## src/hw/mini_rv_config.svh

```systemverilog
/*
 * Build-time settings for the mini RV32I system: RAM size, reset PC and
 * the addresses of the memory-mapped test peripherals. Included by every
 * RTL file that needs an address or a width.
 */
`ifndef MINI_RV_CONFIG_SVH
`define MINI_RV_CONFIG_SVH

// byte address width of the RAM, 12 bits gives 1024 words
`define RAM_ADDR_WIDTH 12
`define RAM_WORDS (1 << (`RAM_ADDR_WIDTH - 2))

// first instruction fetched after reset
`define BOOT_ADDR 32'h0000_0080

// pseudo peripherals, all decoded on the data side only
`define STDOUT_ADDR 32'h1000_0000
`define PASS_ADDR 32'h2000_0000
`define FAIL_ADDR 32'h2000_0004
`define EXIT_ADDR 32'h2000_0008

`endif

```

## src/hw/mini_rv_pkg.sv

```systemverilog
/*
 * Types shared by the core and the memory: opcodes of the supported
 * instructions, the RV32I instruction formats with a union that overlays
 * them on one word, and the data request bundle sent from core to RAM.
 */
package mini_rv_pkg;

    typedef enum logic [6:0] {
        OP_LUI    = 7'b0110111,
        OP_IMM    = 7'b0010011,
        OP_REG    = 7'b0110011,
        OP_LOAD   = 7'b0000011,
        OP_STORE  = 7'b0100011,
        OP_BRANCH = 7'b1100011,
        OP_JAL    = 7'b1101111
    } opcode_e;

    typedef struct packed {
        logic [6:0] funct7;
        logic [4:0] rs2;
        logic [4:0] rs1;
        logic [2:0] funct3;
        logic [4:0] rd;
        logic [6:0] opcode;
    } r_type_t;

    typedef struct packed {
        logic [11:0] imm;
        logic [4:0]  rs1;
        logic [2:0]  funct3;
        logic [4:0]  rd;
        logic [6:0]  opcode;
    } i_type_t;

    typedef struct packed {
        logic [6:0] imm_hi;
        logic [4:0] rs2;
        logic [4:0] rs1;
        logic [2:0] funct3;
        logic [4:0] imm_lo;
        logic [6:0] opcode;
    } s_type_t;

    // branch offsets are scattered so that the sign bit stays at bit 31
    typedef struct packed {
        logic       imm12;
        logic [5:0] imm10_5;
        logic [4:0] rs2;
        logic [4:0] rs1;
        logic [2:0] funct3;
        logic [3:0] imm4_1;
        logic       imm11;
        logic [6:0] opcode;
    } b_type_t;

    typedef struct packed {
        logic [19:0] imm;
        logic [4:0]  rd;
        logic [6:0]  opcode;
    } u_type_t;

    typedef struct packed {
        logic       imm20;
        logic [9:0] imm10_1;
        logic       imm11;
        logic [7:0] imm19_12;
        logic [4:0] rd;
        logic [6:0] opcode;
    } j_type_t;

    typedef union packed {
        r_type_t     r;
        i_type_t     i;
        s_type_t     s;
        b_type_t     b;
        u_type_t     u;
        j_type_t     j;
        logic [31:0] raw;
    } instr_u;

    typedef struct packed {
        logic [31:0] addr;
        logic [31:0] wdata;
        logic        we;
        logic [3:0]  be;
    } data_req_t;

endpackage

```

## src/hw/mini_rv_core.sv

```systemverilog
/*
 * Multi-cycle RV32I subset core. Runs LUI, ADDI, ADD, SUB, LW, SW (with
 * SB/SH byte enables), BEQ, BNE and JAL one at a time and stops in HALT on
 * any other opcode. Both memory sides use a req/gnt/rvalid handshake with
 * a single request in flight.
 */
`timescale 1ns/1ns
`include "mini_rv_config.svh"

module mini_rv_core import mini_rv_pkg::*; (
    input  logic        clk_i,
    input  logic        rst_n_i,
    input  logic        fetch_enable_i,

    output logic        instr_req_o,
    output logic [31:0] instr_addr_o,
    input  logic        instr_gnt_i,
    input  logic        instr_rvalid_i,
    input  logic [31:0] instr_rdata_i,

    output logic        data_req_o,
    output data_req_t   data_req_bus_o,
    input  logic        data_gnt_i,
    input  logic        data_rvalid_i,
    input  logic [31:0] data_rdata_i
);

    typedef enum logic [2:0] {
        IDLE,
        FETCH,
        WAIT_INSTR,
        EXECUTE,
        MEM,
        WAIT_DATA,
        HALT
    } state_e;

    state_e      state_q;
    state_e      state_d;
    logic [31:0] pc_q;
    logic [31:0] pc_d;
    instr_u      instr_q;
    data_req_t   data_req_q;
    opcode_e     opcode;

    logic [31:0] regs [32];
    logic [31:0] rs1_val;
    logic [31:0] rs2_val;
    logic        rf_we;
    logic [31:0] rf_wdata;

    logic [31:0] imm_i;
    logic [31:0] imm_s;
    logic [31:0] imm_b;
    logic [31:0] imm_u;
    logic [31:0] imm_j;
    logic [31:0] alu_b;
    logic [31:0] alu_res;
    logic [31:0] pc_plus4;
    logic [31:0] pc_target;
    logic        take_branch;

    assign opcode = opcode_e'(instr_q.raw[6:0]);

    // immediates come from different views of the same fetched word
    assign imm_i = {{20{instr_q.i.imm[11]}}, instr_q.i.imm};
    assign imm_s = {{20{instr_q.s.imm_hi[6]}}, instr_q.s.imm_hi, instr_q.s.imm_lo};
    assign imm_b = {{20{instr_q.b.imm12}}, instr_q.b.imm11, instr_q.b.imm10_5,
                    instr_q.b.imm4_1, 1'b0};
    assign imm_u = {instr_q.u.imm, 12'h000};
    assign imm_j = {{12{instr_q.j.imm20}}, instr_q.j.imm19_12, instr_q.j.imm11,
                    instr_q.j.imm10_1, 1'b0};

    // x0 reads as zero and is never written
    assign rs1_val = (instr_q.r.rs1 == 5'd0) ? 32'd0 : regs[instr_q.r.rs1];
    assign rs2_val = (instr_q.r.rs2 == 5'd0) ? 32'd0 : regs[instr_q.r.rs2];

    always_ff @(posedge clk_i) begin
        if (rf_we && instr_q.r.rd != 5'd0) begin
            regs[instr_q.r.rd] <= rf_wdata;
        end
    end

    // one adder serves ADD/ADDI/SUB and the load/store address
    always_comb begin
        case (opcode)
            OP_REG:   alu_b = rs2_val;
            OP_STORE: alu_b = imm_s;
            default:  alu_b = imm_i;
        endcase
    end

    assign alu_res = (opcode == OP_REG && instr_q.r.funct7[5]) ? rs1_val - alu_b
                                                              : rs1_val + alu_b;
    assign pc_plus4  = pc_q + 32'd4;
    assign pc_target = pc_q + ((opcode == OP_JAL) ? imm_j : imm_b);

    // funct3 bit 0 selects BNE over BEQ
    assign take_branch = (rs1_val == rs2_val) ^ instr_q.b.funct3[0];

    always_comb begin
        state_d  = state_q;
        pc_d     = pc_q;
        rf_we    = 1'b0;
        rf_wdata = alu_res;
        case (state_q)
            IDLE: begin
                if (fetch_enable_i) begin
                    state_d = FETCH;
                end
            end
            FETCH: begin
                if (instr_gnt_i) begin
                    state_d = WAIT_INSTR;
                end
            end
            WAIT_INSTR: begin
                if (instr_rvalid_i) begin
                    state_d = EXECUTE;
                end
            end
            EXECUTE: begin
                state_d = FETCH;
                pc_d    = pc_plus4;
                case (opcode)
                    OP_LUI: begin
                        rf_we    = 1'b1;
                        rf_wdata = imm_u;
                    end
                    OP_IMM, OP_REG: begin
                        rf_we = 1'b1;
                    end
                    OP_JAL: begin
                        rf_we    = 1'b1;
                        rf_wdata = pc_plus4;
                        pc_d     = pc_target;
                    end
                    OP_BRANCH: begin
                        if (take_branch) begin
                            pc_d = pc_target;
                        end
                    end
                    OP_LOAD, OP_STORE: begin
                        pc_d    = pc_q;
                        state_d = MEM;
                    end
                    default: begin
                        pc_d    = pc_q;
                        state_d = HALT;
                    end
                endcase
            end
            MEM: begin
                if (data_gnt_i) begin
                    state_d = WAIT_DATA;
                end
            end
            WAIT_DATA: begin
                if (data_rvalid_i) begin
                    state_d = FETCH;
                    pc_d    = pc_plus4;
                    if (opcode == OP_LOAD) begin
                        rf_we    = 1'b1;
                        rf_wdata = data_rdata_i;
                    end
                end
            end
            default: begin
                state_d = HALT;
            end
        endcase
    end

    always_ff @(posedge clk_i or negedge rst_n_i) begin
        if (!rst_n_i) begin
            state_q <= IDLE;
            pc_q    <= `BOOT_ADDR;
        end else begin
            state_q <= state_d;
            pc_q    <= pc_d;
        end
    end

    // the request bundle is built once in EXECUTE and held through the handshake
    always_ff @(posedge clk_i) begin
        if (state_q == WAIT_INSTR && instr_rvalid_i) begin
            instr_q.raw <= instr_rdata_i;
        end
        if (state_q == EXECUTE) begin
            data_req_q.addr <= alu_res;
            data_req_q.we   <= (opcode == OP_STORE);
            case (instr_q.s.funct3[1:0])
                2'b00: begin
                    data_req_q.be    <= 4'b0001 << alu_res[1:0];
                    data_req_q.wdata <= {4{rs2_val[7:0]}};
                end
                2'b01: begin
                    data_req_q.be    <= 4'b0011 << {alu_res[1], 1'b0};
                    data_req_q.wdata <= {2{rs2_val[15:0]}};
                end
                default: begin
                    data_req_q.be    <= 4'b1111;
                    data_req_q.wdata <= rs2_val;
                end
            endcase
        end
    end

    assign instr_req_o    = (state_q == FETCH);
    assign instr_addr_o   = pc_q;
    assign data_req_o     = (state_q == MEM);
    assign data_req_bus_o = data_req_q;

    a_instr_req_held: assert property (@(posedge clk_i) disable iff (!rst_n_i)
        instr_req_o && !instr_gnt_i |=> instr_req_o && $stable(instr_addr_o));

    a_data_req_held: assert property (@(posedge clk_i) disable iff (!rst_n_i)
        data_req_o && !data_gnt_i |=> data_req_o && $stable(data_req_bus_o));

    // after any grant the memory answers next cycle and nothing new is asked
    a_single_outstanding: assert property (@(posedge clk_i) disable iff (!rst_n_i)
        (instr_req_o && instr_gnt_i) || (data_req_o && data_gnt_i)
        |=> !instr_req_o && !data_req_o && (instr_rvalid_i || data_rvalid_i));

endmodule

```

## config.mk

```make
export PLATFORM = sky130hd
export DESIGN_NAME = mini_rv_core
export DESIGN_NICKNAME = d
export VERILOG_FILES = /design/src/hw/mini_rv_pkg.sv /design/src/hw/mini_rv_core.sv
export VERILOG_INCLUDE_DIRS = /design/src /design/src/hw
export SDC_FILE = /design/constraint.sdc
export NUM_CORES = 2
export LEC_CHECK = 0
export BUFFER_PORTS_ARGS = -buffer_cell sky130_fd_sc_hd__buf_2
export CORE_ASPECT_RATIO = 0.6
export CORE_MARGIN = 5
export CORE_UTILIZATION = 60
export DETAILED_ROUTE_END_ITERATION = 12
export PLACE_DENSITY = 0.75
export REMOVE_ABC_BUFFERS = 1
export SKIP_CTS_REPAIR_TIMING = 1
export SYNTH_ARGS = -nofsm -noshare
export SYNTH_HDL_FRONTEND = slang
export SYNTH_SLANG_ARGS = --single-unit
export TNS_END_PERCENT = 1
```

## constraint.sdc

```tcl
create_clock -name clk_i -period 15.1 [get_ports clk_i]
set_clock_uncertainty 0.05 [all_clocks]
set_input_delay 3.02 -clock clk_i [delete_from_list [all_inputs] [get_ports clk_i]]
set_output_delay 3.02 -clock clk_i [all_outputs]
set_load 0.005 [all_outputs]
```

==> reports/results.txt <==
status: complete, no violations
HPWL Detailed: 128.0 mm
area of the multi-input gates: 0.02302 mm2
number of synthesized flops with an enable pin: 1125
Fin Hold WS: 0.5611 ns
worst-case clock buffer depth: 3
crit-path max FO: 102
DP Worst Slack: 5.703 ns
Detailed Routing Iterations Pass 1: 9
grt total ovfl: 0
CTS tree: yes
Mapped Area: 0.05880 mm2
Arrival @ worst endpoint: 10.16 ns
Pleak: 21.42 nW
worst setup margin: 5.250 ns
Die Height: 252.5 um
Clk Latency, worst-skew pair: 0.75 ns
sequential cell area: 0.03486 mm2
fraction of layout cells with a size suffix above 1: 0.2779
minimum clock period: 9.850 ns
Starting Density: 0.6082
root buffer cell: clkbuf_16
Ports: 174
clk slew on worst S/H paths: 0.07 ns
Crit path required time: 15.41 ns
placed cells: 4972
Buffers on Ports: 172
Worst slew margin: 0.04686
final std cells w/o fill: 5175
Mapped Avg Cell Area: 16.36 um2
core area: 0.09667 mm2
peak supply drop: 0.1587 mV
count of final setup violators: 0
crit start category: register
largest net degree at the start of global routing: 109
synthesis-to-finish area growth: 10.51%
distinct cell type count after synthesis: 85
Crit Path Category: reg -> reg
Hold Vio Cnt, Final: 0
DRC: 0
Power per Cell Area: 193.3 mW/mm2
crit end category: register
drt wl/cell: 40.08 um
clock buffer count from CTS: 105
Final #Nets: 3910
routability cong.: 1.033
vias in the first global route: 37760
first-pass GRT wire length: 287.5 mm
max-capacitance violation count: 0
Rows: 88
yosys warns: 0
H-tree levels: 3
DRT iter0 DRCs: 8522
initial antenna violation count: 12
final slew viol count: 0
sequential area share after synthesis: 0.5925
FFs w/ async S/R, synth: 0.02908
Post-DRT Antenna Nets: 0
via count: 40060
unrepaired setup endpoints after global routing: no
fin crit share: 0.6523
HP Class: reg -> reg
ys flop type: edfxtp_1
Worst Max-Slew Pin Slew: 1.430 ns
Max Freq: 101.5 MHz
#FFs+latches synth: 1169
Fin Setup TNS: 0 ns
Die ar.: 0.1046 mm2
Via density: 7.741
filler cell count: 6419
post-synthesis cell count: 3594
Die W: 414.1 um
clk sink count: 1169
wirelength, routed: 207.4 mm
total track usage: 0.3924
state kept, by name (all words and copies together), names as in the netlist, named ones only:
| name | cells |
|---|---|
| instr_q | 32 |
| data_req_bus_o | 69 |
| instr_addr_o | 31 |
| state_q | 3 |
| regs | 1024 |
synth_stat cells, drive strengths merged, types with 12 or more instances:
master | count | area (um2)
a32oi | 12 | 105.1
o21ai | 127 | 665.6
a21o | 41 | 307.8
ha | 63 | 788.3
a211oi | 38 | 285.3
nand2 | 194 | 733.2
nor2 | 173 | 649.4
o22ai | 89 | 556.8
a31oi | 31 | 193.9
a222oi | 16 | 160.2
buf | 125 | 739.5
mux4 | 529 | 11910
nand3b | 14 | 105.1
mux2 | 24 | 270.3
inv | 59 | 221.5
nor3 | 44 | 220.2
nand2b | 26 | 162.7
clkbuf | 120 | 450.4
dfrtp | 33 | 825.8
xor2 | 48 | 420.4
a21oi | 85 | 425.4
edfxtp | 1125 | 33780
nor2b | 26 | 162.7
o21a | 18 | 135.1
and3 | 39 | 244.0
nand3 | 59 | 295.3
mux2i | 113 | 1131
xnor2 | 103 | 902.1
final cells by class:
class	count	area share
Antenna cell	9	0.0003466
Clock buffer	138	0.04377
Clock inverter	56	0.008761
Inverter	61	0.003562
Multi-Input combinational cell	2151	0.3542
Sequential cell	1169	0.5365
Tap cell	1305	0.02513
Timing Repair Buffer	286	0.02777
worst paths after layout:
path	slack [ns]	cells after the start	startpoint	to
setup / recovery	5.25	24	register	regs[30][24]
hold / removal	0.56	2	instr_addr_o[16]	instr_addr_o[16]
setup reg to reg	5.25	24	register	regs[30][24]
hold reg to reg	0.56	2	instr_addr_o[16]	instr_addr_o[16]
max in group asynchronous	11.96	1	rst_n_i	instr_addr_o[28]
min in group asynchronous	2.40	1	rst_n_i	instr_addr_o[12]
metrics by stage:
stage	power (mW)	util	instance area (um2)
4_1_cts	12.36	0.6719	64960
3_5_place_dp	9.648	0.6366	61540
3_3_place_gp	9.582	0.6366	61540
2_1_floorplan	8.257	-	57730
6_report	12.56	0.6722	64980
5_1_grt	12.85	0.6720	64960
cell families (layout without fill, tap and decap cells):
logic type / after synthesis / count (layout) / synth area share
xor gates and xnor gates: 151 / 151 / 0.02249
buffers and inverters: 306 / 541 / 0.02413
muxes: 666 / 666 / 0.2265
DFF: 1169 / 1169 / 0.5925
adders and majority gates: 65 / 65 / 0.01409
other: 1 / 42 / 0.00006378
AOI/OAI and AO/OA: 574 / 574 / 0.06556
and+or+nand+nor: 662 / 662 / 0.05473
cell usage in the layout, fill, tap and decap left out, types with 32 or more instances in the layout:
cell type     n
clkbuf_16   107
a211oi_1     38
o22ai_1      89
buf_4       107
and3_1       39
a21oi_1      85
dfrtp_1      33
nor3_1       43
mux4_2      529
conb_1       33
nand3_1      59
inv_1        55
a21o_1       41
o21ai_0      97
nand2_1     192
buf_2       172
mux2i_1     113
ha_1         63
nor2_4       32
xor2_1       48
nor2_1      138
edfxtp_1   1125
xnor2_1     103
report_power, final:
group          leakage [nW]  switching [mW]  internal, mW
combinational          9.17            3.20          1.40
clock                  1.65            1.23          1.53
sequential             10.6           0.161          5.04
metal layers:
metal / vias up / part of all wire / GRT usage
li1: 15200 / - / -
met1: 20100 / 0.35 / 0.5405
met2: 4043 / 0.41 / 0.5250
met3: 706 / 0.19 / 0.1891
met4: 8 / 0.060 / 0.1915
met5: - / 0.00037 / 0.01026
worst max-delay path, cell delays in order (launching register included):
cell and delay [ns]:
dfxtp_4 0.51, buf_12 0.58, buf_4 0.92, mux4_2 0.46, mux4_2 0.49, o21ai_1 0.61, a31oi_1 0.21, nand4bb_1 0.33
a2111oi_2 0.78, nand3_1 0.17, nor3_1 0.31, o21ai_0 0.24, o21ai_0 0.16, ha_1 0.30, inv_1 0.13, nor2_1 0.06
nor2_1 0.14, o21ai_0 0.20, o21ai_0 0.32, a31oi_1 0.27, o21a_1 0.25, o21ai_0 0.15, nand2b_1 0.12, or4b_2 0.62
nand3_1 0.93
Note: power is estimated with default switching activity, not from simulation.
